--- config.mk ---
export PLATFORM = sky130hd
export DESIGN_NAME = arkanoid_controls
export DESIGN_NICKNAME = d
export VERILOG_FILES = /design/src/arkanoid_controls_pkg.sv /design/src/arkanoid_controls.sv /design/src/dip_switch_bank.sv /design/src/emulated_spinner.sv /design/src/encoder_input.sv /design/src/player_buttons.sv
export SDC_FILE = /design/constraint.sdc
export NUM_CORES = 1
export LEC_CHECK = 0
export BUFFER_PORTS_ARGS = -buffer_cell sky130_fd_sc_hd__buf_4
export CELL_PAD_IN_SITES_DETAIL_PLACEMENT = 0
export CELL_PAD_IN_SITES_GLOBAL_PLACEMENT = 1
export CORE_UTILIZATION = 40
export DETAILED_ROUTE_END_ITERATION = 8
export GPL_TIMING_DRIVEN = 0
export PLACE_DENSITY_LB_ADDON = 0.25
export SKIP_LAST_GASP = 1
export SLEW_MARGIN = 25
export SYNTH_ARGS = -nofsm -noshare
export SYNTH_HDL_FRONTEND = slang
export SYNTH_HIERARCHICAL = 1
export SYNTH_SLANG_ARGS = --single-unit
--- constraint.sdc ---
create_clock -name CLK_12M -period 3.65 [get_ports CLK_12M]
set_input_delay 0.73 -clock CLK_12M [delete_from_list [all_inputs] [get_ports CLK_12M]]
set_output_delay 0.73 -clock CLK_12M [all_outputs]
set_load 0.05 [all_outputs]
--- src/arkanoid_controls_pkg.sv ---
// Shared constants for the paddle input front end
// PS/2 scan codes, loader DIP index, spinner widths
// Quadrature step function for real and emulated spinner

package arkanoid_controls_pkg;

	////////////////////////////////////////////////////////////
	// PS/2 set 2 scan codes
	////////////////////////////////////////////////////////////
	localparam logic [7:0] key_start1  = 8'h16; // 1
	localparam logic [7:0] key_start2  = 8'h1E; // 2
	localparam logic [7:0] key_coin1   = 8'h2E; // 5
	localparam logic [7:0] key_coin2   = 8'h36; // 6
	localparam logic [7:0] key_service = 8'h46; // 9
	localparam logic [7:0] key_fast    = 8'h11; // Alt
	localparam logic [7:0] key_left    = 8'h6B; // Cursor left
	localparam logic [7:0] key_right   = 8'h74; // Cursor right
	localparam logic [7:0] key_fire    = 8'h29; // Space

	////////////////////////////////////////////////////////////
	// Loader and spinner
	////////////////////////////////////////////////////////////
	localparam logic [7:0] dip_index = 8'd254; // Loader index of the DIP bank
	localparam int         dip_bytes = 8;

	localparam int         pos_w     = 12;      // Signed spinner position
	localparam logic [1:0] quad_rest = 2'b11;   // Encoder code out of reset

	// D-pad position loads, one per poll period
	localparam logic [pos_w-1:0] dpad_slow = 12'd4;
	localparam logic [pos_w-1:0] dpad_fast = 12'd9;

	// Next AB code, dir 1 runs 00 01 11 10
	function automatic logic [1:0] quad_step(input logic dir, input logic [1:0] code);
		logic [1:0] nxt;
		case ({dir, code})
			3'b1_00: nxt = 2'b01;
			3'b1_01: nxt = 2'b11;
			3'b1_11: nxt = 2'b10;
			3'b1_10: nxt = 2'b00;
			3'b0_00: nxt = 2'b10; // Reverse order
			3'b0_10: nxt = 2'b11;
			3'b0_11: nxt = 2'b01;
			default: nxt = 2'b00; // 0_01
		endcase
		return nxt;
	endfunction

endpackage

--- src/arkanoid_controls.sv ---
// Player input front end of the paddle machine
// Buttons, emulated spinner, real encoder select, DIP bank
// user_in: [0] encoder A, [1] encoder B, [3] fire pin

`timescale 1ns/1ns

module arkanoid_controls #(
	parameter int step_div   = 1500,  // About 4 kHz step rate at 6 MHz enable
	parameter int poll_ticks = 48000  // About 8 ms, mouse poll rate
) (
	input  logic        CLK_12M,
	input  logic        rst_n,
	input  logic [10:0] ps2_key,
	input  logic [24:0] ps2_mouse,
	input  logic [8:0]  joy,
	input  logic [3:0]  user_in,
	input  logic        ioctl_wr,
	input  logic [7:0]  ioctl_index,
	input  logic [24:0] ioctl_addr,
	input  logic [7:0]  ioctl_dout,
	output logic [1:0]  spinner,
	output logic        btn_shot,
	output logic        btn_service,
	output logic        btn_1p_start,
	output logic        btn_2p_start,
	output logic        coin1,
	output logic        coin2,
	output logic [7:0]  dip_sw
);

	logic       left;
	logic       right;
	logic       fast;
	logic [1:0] emu_spinner;
	logic       emu_active;

	////////////////////////////////////////////////////////////
	// Buttons
	////////////////////////////////////////////////////////////
	player_buttons u_buttons (
		.CLK_12M       (CLK_12M),
		.rst_n         (rst_n),
		.ps2_key       (ps2_key),
		.ps2_mouse_btn (ps2_mouse[1:0]),
		.joy           (joy),
		.fire_n        (user_in[3]),
		.left          (left),
		.right         (right),
		.fast          (fast),
		.btn_shot      (btn_shot),
		.btn_service   (btn_service),
		.btn_1p_start  (btn_1p_start),
		.btn_2p_start  (btn_2p_start),
		.coin1         (coin1),
		.coin2         (coin2)
	);

	////////////////////////////////////////////////////////////
	// Spinner sources
	////////////////////////////////////////////////////////////
	emulated_spinner #(
		.step_div   (step_div),
		.poll_ticks (poll_ticks)
	) u_emu (
		.CLK_12M     (CLK_12M),
		.rst_n       (rst_n),
		.ps2_mouse   (ps2_mouse),
		.left        (left),
		.right       (right),
		.fast        (fast),
		.emu_spinner (emu_spinner),
		.emu_active  (emu_active)
	);

	encoder_input u_enc (
		.CLK_12M     (CLK_12M),
		.rst_n       (rst_n),
		.enc_a       (user_in[0]),
		.enc_b       (user_in[1]),
		.emu_spinner (emu_spinner),
		.emu_active  (emu_active),
		.spinner     (spinner)
	);

	// DIP bytes from the loader
	dip_switch_bank u_dip (
		.CLK_12M     (CLK_12M),
		.rst_n       (rst_n),
		.ioctl_wr    (ioctl_wr),
		.ioctl_index (ioctl_index),
		.ioctl_addr  (ioctl_addr),
		.ioctl_dout  (ioctl_dout),
		.dip_sw      (dip_sw)
	);

endmodule

--- src/dip_switch_bank.sv ---
// DIP switch bank written by the loader
// Eight active-low bytes, byte 0 offered to the game

`timescale 1ns/1ns

module dip_switch_bank import arkanoid_controls_pkg::*; (
	input  logic        CLK_12M,
	input  logic        rst_n,
	input  logic        ioctl_wr,
	input  logic [7:0]  ioctl_index,
	input  logic [24:0] ioctl_addr,
	input  logic [7:0]  ioctl_dout,
	output logic [7:0]  dip_sw
);

	logic [7:0] bank [dip_bytes]; // Active low, as the loader sends them
	logic       wr_en;

	// Only the first eight addresses of the DIP index
	assign wr_en = ioctl_wr && (ioctl_index == dip_index) && (ioctl_addr[24:3] == '0);

	always_ff @(posedge CLK_12M) begin
		if (!rst_n) begin
			for (int i = 0; i < dip_bytes; i++)
				bank[i] <= 8'h00;
		end else if (wr_en) begin
			bank[ioctl_addr[2:0]] <= ioctl_dout;
		end
	end

	assign dip_sw = ~bank[0]; // Game wants active high

	// Out-of-range loader address never reaches the game
	a_dip_range: assert property (@(posedge CLK_12M) disable iff (!rst_n)
		(ioctl_wr && (|ioctl_addr[24:3])) |=> $stable(dip_sw));

endmodule

--- src/emulated_spinner.sv ---
// Emulated spinner for mouse and D-pad play
// Signed position accumulator and half-rate step divider
// Position drains one unit per step into an AB quadrature code

`timescale 1ns/1ns

module emulated_spinner import arkanoid_controls_pkg::*; #(
	parameter int step_div   = 1500,  // Enable periods per quadrature step
	parameter int poll_ticks = 48000  // Enable periods per D-pad load
) (
	input  logic        CLK_12M,
	input  logic        rst_n,
	input  logic [24:0] ps2_mouse,   // [24] toggle, [15:8] dx, [4] dx sign
	input  logic        left,
	input  logic        right,
	input  logic        fast,
	output logic [1:0]  emu_spinner,
	output logic        emu_active   // Emulated input seen this cycle
);

	localparam int div_w  = $clog2(step_div + 1);
	localparam int poll_w = $clog2(poll_ticks + 1);

	logic                ce;          // Half-rate enable
	logic [div_w-1:0]    div;
	logic [poll_w-1:0]   poll_cnt;
	logic [pos_w-1:0]    position;    // Two's complement
	logic [1:0]          code;
	logic                old_mouse;

	logic                mouse_evt;
	logic                dpad;
	logic                step_now;
	logic                add_ok;
	logic                poll_hit;
	logic [pos_w-1:0]    dx;
	logic [pos_w-1:0]    pos_stepped;
	logic [pos_w-1:0]    pos_mouse;
	logic [pos_w-1:0]    dpad_load;

	assign mouse_evt = ps2_mouse[24] != old_mouse;
	assign dpad      = left | right;

	// 9-bit dx, sign in bit 4
	assign dx = {{(pos_w - 8){ps2_mouse[4]}}, ps2_mouse[15:8]};

	////////////////////////////////////////////////////////////
	// Next position
	////////////////////////////////////////////////////////////
	assign step_now = (div == '0) && (position != '0);

	always_comb begin
		pos_stepped = position;
		if (step_now) begin
			if (position[pos_w-1])
				pos_stepped = position + pos_w'(1); // Negative, climb to zero
			else
				pos_stepped = position - pos_w'(1);
		end
	end

	// Top two bits equal means the add cannot wrap
	assign add_ok    = position[pos_w-1] == position[pos_w-2];
	assign pos_mouse = (mouse_evt && add_ok) ? pos_stepped + dx : pos_stepped;

	assign poll_hit  = dpad && (poll_cnt == poll_w'(poll_ticks));

	// Right wins over left
	always_comb begin
		if (right)
			dpad_load = fast ? dpad_fast : dpad_slow;
		else
			dpad_load = fast ? -dpad_fast : -dpad_slow;
	end

	////////////////////////////////////////////////////////////
	// State
	////////////////////////////////////////////////////////////
	always_ff @(posedge CLK_12M) begin
		if (!rst_n) begin
			ce        <= 1'b0;
			div       <= '0;
			poll_cnt  <= '0;
			position  <= '0;
			code      <= quad_rest;
			old_mouse <= ps2_mouse[24]; // No event on reset release
		end else begin
			ce <= ~ce;
			if (ce) begin
				old_mouse <= ps2_mouse[24];

				if (div == div_w'(step_div - 1))
					div <= '0;
				else
					div <= div + div_w'(1);

				if (step_now)
					code <= quad_step(position[pos_w-1], code); // Toward the sign

				// D-pad load overrides mouse and drain
				position <= poll_hit ? dpad_load : pos_mouse;

				if (!dpad || poll_hit)
					poll_cnt <= '0;
				else
					poll_cnt <= poll_cnt + poll_w'(1);
			end
		end
	end

	assign emu_spinner = code;
	assign emu_active  = ce & (mouse_evt | dpad);

	// Quadrature output never skips a code
	a_emu_gray: assert property (@(posedge CLK_12M) disable iff (!rst_n)
		$countones(emu_spinner ^ $past(emu_spinner)) <= 1);

endmodule

--- src/encoder_input.sv ---
// Real quadrature encoder follower on two user pins
// Half edge rate, one code step per A edge
// Source select between real encoder and emulated spinner

`timescale 1ns/1ns

module encoder_input import arkanoid_controls_pkg::*; (
	input  logic       CLK_12M,
	input  logic       rst_n,
	input  logic       enc_a,
	input  logic       enc_b,
	input  logic [1:0] emu_spinner,
	input  logic       emu_active,   // Emulated input, hands control back
	output logic [1:0] spinner
);

	logic [1:0] raw_code;
	logic       old_a;
	logic       old_b;
	logic       use_io;  // Real encoder owns the output
	logic       a_edge;
	logic       pin_evt;

	assign a_edge  = enc_a != old_a;
	assign pin_evt = a_edge | (enc_b != old_b);

	always_ff @(posedge CLK_12M) begin
		old_a <= enc_a; // Sampled in reset too
		old_b <= enc_b;
		if (!rst_n) begin
			raw_code <= quad_rest;
			use_io   <= 1'b0;       // Start on emulated
		end else begin
			// A XOR B after the edge gives direction
			if (a_edge)
				raw_code <= quad_step(enc_a ^ enc_b, raw_code);

			if (pin_evt)
				use_io <= 1'b1;     // Pin activity wins
			else if (emu_active)
				use_io <= 1'b0;
		end
	end

	assign spinner = use_io ? raw_code : emu_spinner;

	// Raw code moves one bit at a time
	a_raw_gray: assert property (@(posedge CLK_12M) disable iff (!rst_n)
		$countones(raw_code ^ $past(raw_code)) <= 1);

endmodule

--- src/player_buttons.sv ---
// PS/2 key decoder for the cabinet buttons
// Merge of keyboard, joystick, mouse buttons and fire pin
// Game side start, shot and service are active low

`timescale 1ns/1ns

module player_buttons import arkanoid_controls_pkg::*; (
	input  logic        CLK_12M,
	input  logic        rst_n,
	input  logic [10:0] ps2_key,       // [10] toggle, [9] pressed, [7:0] code
	input  logic [1:0]  ps2_mouse_btn,
	input  logic [8:0]  joy,
	input  logic        fire_n,        // Hardware fire pin, low when pressed
	output logic        left,
	output logic        right,
	output logic        fast,
	output logic        btn_shot,
	output logic        btn_service,
	output logic        btn_1p_start,
	output logic        btn_2p_start,
	output logic        coin1,
	output logic        coin2
);

	logic old_toggle;
	logic key_evt;
	logic pressed;

	// One held state per scan code
	logic k_start1, k_start2;
	logic k_coin1, k_coin2;
	logic k_service;
	logic k_fast, k_left, k_right, k_fire;

	assign key_evt = ps2_key[10] != old_toggle; // Every level change is one event
	assign pressed = ps2_key[9];

	////////////////////////////////////////////////////////////
	// Key registers
	////////////////////////////////////////////////////////////
	always_ff @(posedge CLK_12M) begin
		old_toggle <= ps2_key[10]; // Tracks in reset too, no stray event
		if (!rst_n) begin
			k_start1  <= 1'b0;
			k_start2  <= 1'b0;
			k_coin1   <= 1'b0;
			k_coin2   <= 1'b0;
			k_service <= 1'b0;
			k_fast    <= 1'b0;
			k_left    <= 1'b0;
			k_right   <= 1'b0;
			k_fire    <= 1'b0;
		end else if (key_evt) begin
			case (ps2_key[7:0])
				key_start1:  k_start1  <= pressed;
				key_start2:  k_start2  <= pressed;
				key_coin1:   k_coin1   <= pressed;
				key_coin2:   k_coin2   <= pressed;
				key_service: k_service <= pressed;
				key_fast:    k_fast    <= pressed;
				key_left:    k_left    <= pressed;
				key_right:   k_right   <= pressed;
				key_fire:    k_fire    <= pressed;
				default: ; // Other keys ignored
			endcase
		end
	end

	////////////////////////////////////////////////////////////
	// Button merge
	////////////////////////////////////////////////////////////
	assign left  = k_left  | joy[1];
	assign right = k_right | joy[0];
	assign fast  = k_fast  | joy[5];
	assign coin1 = k_coin1 | joy[7];
	assign coin2 = k_coin2;           // Keyboard only

	// Active low towards the game
	assign btn_shot     = ~(k_fire | joy[4] | (|ps2_mouse_btn) | ~fire_n);
	assign btn_service  = ~k_service;
	assign btn_1p_start = ~(k_start1 | joy[6]);
	assign btn_2p_start = ~(k_start2 | joy[8]);

endmodule

# After elaboration in Yosys (flattened, before gate mapping)
# Memories as Yosys holds them, arrays and structs flattened.
# Cells that the tools add are included.
dict set report word_totals {
  reg_bits 58
  ramBits 64
  output_inout_bits 16
  elab_cells 129
  mem_count 1
}
dict set report classes {
  n_addsub 5
  n_eq_ne 28
  muxes 23
  bitwise 21
  reduce_logical 31
}
# name words word_bits read_ports rd_clocked_by_memory_dff write_ports line_no
set memory_table {}
lappend memory_table {u_dip.bank 8 8 1 0 8 dip_switch_bank.sv:16} ;# logic [7:0] bank [dip_bytes];
# operator n
set ops {}
lappend ops {{two-way mux 12 bit} 5}
lappend ops {{== test 8 x 5 -> 1 bit (second input constant)} 3}
lappend ops {{== test 8 x 6 -> 1 bit (second input constant)} 3}
lappend ops {{== test 8 x 7 -> 1 bit (second input constant)} 3}
lappend ops {{logical NOT 22 bit} 1}
lappend ops {{AND reduction 2 bit} 10}
lappend ops {{== test 3 bit (second input constant)} 6}
lappend ops {{adder 16 x 1 -> 16 bit (second input constant)} 1}
lappend ops {{== test 16 bit (second input constant)} 1}
lappend ops {{two-way mux 16 bit} 1}
lappend ops {{OR reduction 2 bit} 7}
lappend ops {{adder 12 x 1 -> 12 bit (second input constant)} 1}
lappend ops {{adder 12 bit} 1}
lappend ops {{== test 3 x 2 -> 1 bit (second input constant)} 4}
lappend ops {{OR 1 bit} 12}
lappend ops {{one-hot mux 2 bit (3 select lines)} 2}
lappend ops {{nonzero test 12 bit} 1}
lappend ops {{subtractor 12 x 1 -> 12 bit (second input constant)} 1}
lappend ops {{adder 11 x 1 -> 11 bit (second input constant)} 1}
lappend ops {{== test 11 bit (second input constant)} 1}
lappend ops {{logical NOT 11 bit} 1}
lappend ops {{two-way mux 11 bit} 1}
lappend ops {{two-way mux 1 bit} 9}
lappend ops {{== test 8 bit (second input constant)} 1}
lappend ops {{other kinds (17)} 31}

# Depth between registers and ports, before layout
dict set report logic_depth {
  depth_word 8
  depth_mapped 17
}

# By module
# Netlist, hierarchy kept.
# module n_inst cells_per_inst area_each_um2 seq_area_each_um2
set modules_own_cells {}
lappend modules_own_cells {emulated_spinner 1 403 3244.4 870.8}
lappend modules_own_cells {dip_switch_bank 1 47 570.5 240.2}
lappend modules_own_cells {player_buttons 1 61 568.0 200.2}
lappend modules_own_cells {encoder_input 1 22 226.5 100.1}

# Least setup slack after synthesis
# No wires, ideal clock.
dict set report synth_path {
  path_type {register to register}
  from {register u_emu.position[11]}
  to {register u_emu.position[11]}
  setup_ns 0.133
  arrival_ns 3.189
  required_ns 3.517
  setup_slack_ns 0.329
  path_stages_with_launch 16
  n_path_buf 0
  period_less_slack_ns 3.321
  path_cell_list {dfxtp_1 inv_1 ha_1 a211oi_2 o21bai_2 o2111ai_1 nand2_1 xnor2_1 o21ai_0 ha_1 or3_1 o211ai_1 a21oi_1 nand3b_1 mux2_2 o211ai_2}
}
dict set report synth_between {
  elab_chain_len 6
  word_cells_on_any_way 11
}
# item line_no
set synth_rtl {}
lappend synth_rtl {{start, declared} emulated_spinner.sv:27} ;# logic [pos_w-1:0] position;
lappend synth_rtl {{start signal, assigned} emulated_spinner.sv:101} ;# position <= poll_hit ? dpad_load : pos_mouse;
lappend synth_rtl {{subtractor 12 x 1 -> 12 bit, or another cell as far along} emulated_spinner.sv:58} ;# pos_stepped = position - pos_w'(1);
lappend synth_rtl {{two-way mux 12 bit or logical AND 1 bit (tied branches)} {emulated_spinner.sv:55, emulated_spinner.sv:50}}
lappend synth_rtl {{two-way mux 12 bit} emulated_spinner.sv:54} ;# if (step_now) begin
lappend synth_rtl {{adder 12 bit} emulated_spinner.sv:64} ;# assign pos_mouse = (mouse_evt && add_ok) ? pos_stepped + dx : pos_stepped;
lappend synth_rtl {{two-way mux 12 bit (*)} emulated_spinner.sv:64}
lappend synth_rtl {{two-way mux 12 bit (*)} emulated_spinner.sv:101}
# Mark *: on every way between the ends. The rest lies on a longest branch, timed or not.
# A chain may end at the register's enable or synchronous reset.

# Worst setup path in the final report
# Same ends and word-level chain as after synthesis.

==> flow_summary.toml <==
[finish]
drive_above_1_share_pct = 31.5
layout_common_cells = "107 x buf_4, 54 x dfxtp_1, 52 x nor2_1, 51 x nand2_1, 34 x inv_1"
layout_commonest_cell = "buf_4"
final_area_um2 = 6100
fin_cells = 795
multi_input_area_um2 = 3220
fillers = 1061
nets = 777
n_antenna_cell = 0
seq_area_um2 = 1420
areaGrowthSynthToFinish_pct = 32.4

[timing]
hold_violations = 0
tightest_slew_ns = 0.668
finalMaxSlewViolations = 0
fin_skew_ns = 0.00521
relSlewSlack_pct = 55.2
fmax_mhz = 283
final.setup.tns_ns = 0
finalCriticalPeriod_ns = 3.53
setup_viol = 0
finalCritPeriodShare_pct = 96.8

[critical_path]
worstPathArrival_ns = 3.78
cp-end-kind = "flop"
worstSetupStartpointType = "flop"
crit_type = "flop to flop"
path_max_fanout = 4
crit_required_ns = 3.90

[synth]
synth_warnings = 6
synth.distinct_cells = 71
ys_seq_area_share_pct = 30.6
synthesis.nets = 658
synth_top_cell_by_area = "dfxtp_1"
avgSynthCellArea_um2 = 8.65
netlist_area_um2 = 4610
ys.flop_type = "dfxtp_1"
synth.top_cell.area_share_pct = 24.8
async_flop_share_pct = 0
ys_seq_elements = 66
post_synth_main_area_contributors = "dfxtp_1 25%, ha_1 8.1%, edfxtp_1 5.9%"
synth_edf_count = 9
synth_cells = 533

[floorplan]
dieWidth_um = 109
die_h_um = 109
boundaryPins = 109
core_area_um2 = 11000
start_util_pct = 41.8
dieArea_um2 = 12000
num_rows = 38

[cts]
cts_buffers = 9
clk_path_buf_depth = 2
cts_num_sinks = 66
cts_hold_buf = 0
cts_tree = "yes"
cts.clk_slew.worst_paths_ns = 0.05
cts_htree_levels = 3
clkLatencyLatePin_ns = 0.32
cts-root-buf = "clkbuf_16"

[grt]
grt_overflow = 0
grt_first_pass_wirelength_um = 18300
grt_pass1_vias = 4099
grt_usage_pct = 19.5
antenna_found_initial = 0
grt_start_max_net_pins = 11

[job]
max-cap-violations = 0

[detailed_routing]
vias = 4251
dr.pass1.iters = 4
ant_nets = 0
routed_wl_um = 11400
viasPerCell = 5.35
drt_iter0_drc = 197
drcViolationCount = 0
route.detailed.wl_per_inst_um = 14.3

[run_status]
outcome = "finished, final reports clean"

[place]
post-place-cells = 764
placed_area_um2 = 5470
portBuffers = 91
routabilityCongestion = 0.833
hpwl_um = 8590

[power]
pwr_density_cell_nw_per_um2 = 708
peakVddDrop_v = 0.000581
p_leak_nw = 2.54
finalPower_mw = 4.32

[min_path]
hold_class = "flop to flop"
==> synthesized netlist by cell type (all sizes together), types with 4 or more instances <==
cell type	instances
o21ai	36
and4b	4
and3	10
o31ai	4
buf	7
nor3	11
dfxtp	57
a21oi	22
nor2b	7
xnor2	18
edfxtp	9
o211ai	11
a211oi	10
nor4	15
or2	6
inv	36
a31oi	4
nand2	52
nor2	53
nand2b	5
nand3	19
clkbuf	4
ha	30
xor2	30
mux2	5
mux2i	9
nor4b	7
nand4	17
==> through the flow <==
step	hold slack, ns	setup WS [ns]	util, %
after floorplan	0.434	0.329	-
after global routing	0.468	-0.0467	55.3
final	0.456	0.117	55.3
after detailed placement	0.451	-0.192	49.6
after global placement	0.441	-0.158	49.6
after CTS	0.461	-0.0350	52.6
==> critical path, stage by stage, from the launching register on <==
cell        delay [ns]
dfxtp_4           0.36
clkinvlp_4        0.09
buf_4             0.15
buf_4             0.14
ha_2              0.30
a21oi_2           0.19
nor2_1            0.07
a211oi_1          0.19
o31a_1            0.23
xnor2_2           0.09
o21a_1            0.23
ha_4              0.17
or3_1             0.34
o211ai_1          0.13
a21oi_1           0.09
nand3b_1          0.25
mux2_4            0.37
o211ai_2          0.07
==> report_power, final <==
part / internal (mW) / total [mW] / switching (mW)
Combinational: 1.23 / 2.69 / 1.46
Clock: 0.469 / 0.753 / 0.284
Sequential: 0.798 / 0.873 / 0.0750
==> path summary, 6_finish.rpt <==
| path | end | start | slack, ns | cells after the start |
|---|---|---|---|---|
| min reg2reg | u_buttons/k_right | u_buttons/k_right | 0.46 | 2 |
| max reg2reg | u_emu/position[11] | u_emu/position[11] | 0.12 | 17 |
| min | u_buttons/k_right | u_buttons/k_right | 0.46 | 2 |
| max | u_emu/position[11] | u_emu/position[11] | 0.12 | 17 |
==> final cells by class <==
cell class	instances	area share (%)
Clock inverter	1	0.0820
Tap cell	140	2.87
Inverter	37	2.34
Sequential cell	66	23.3
Clock buffer	13	4.10
Timing Repair Buffer	108	13.3
Multi-Input combinational cell	419	52.8
Buffer	11	1.15
==> cell families (layout without fill, tap and decap cells) <==
family | count (synthesis) | after routing | share of synthesized area (%)
AND/OR/NAND/NOR | 220 | 220 | 28.2
AO/OA/AOI/OAI | 105 | 105 | 15.3
buffers and inverters | 48 | 170 | 4.40
flip-flops | 66 | 66 | 30.6
XOR/XNOR | 48 | 48 | 9.28
adder cells (fa/ha/maj) | 32 | 32 | 9.01
multiplexers | 14 | 14 | 3.18
==> state kept, by name, summed over array words and instances, names as in the netlist, 2 cells and up <==
signal	flops
u_emu/position	12
u_dip/bank	8
u_emu/poll_cnt	16
u_emu/div	11
u_emu/emu_spinner	2
u_enc/raw_code	2
==> timing repair <==
item | in CTS | in global routing
resized for setup | 9 | 41
endpoints found under the setup margin | 5 | 6
pin swaps | 1 | 11
buffers inserted | 6 | 11
==> layer usage <==
metal | global-route usage (%) | routed length, um
met5 | 0 | 0
met4 | 5.33 | 176
met3 | 4.98 | 635
met2 | 33.2 | 5590
met1 | 24.2 | 4970
(Power assumes the default switching activity.)
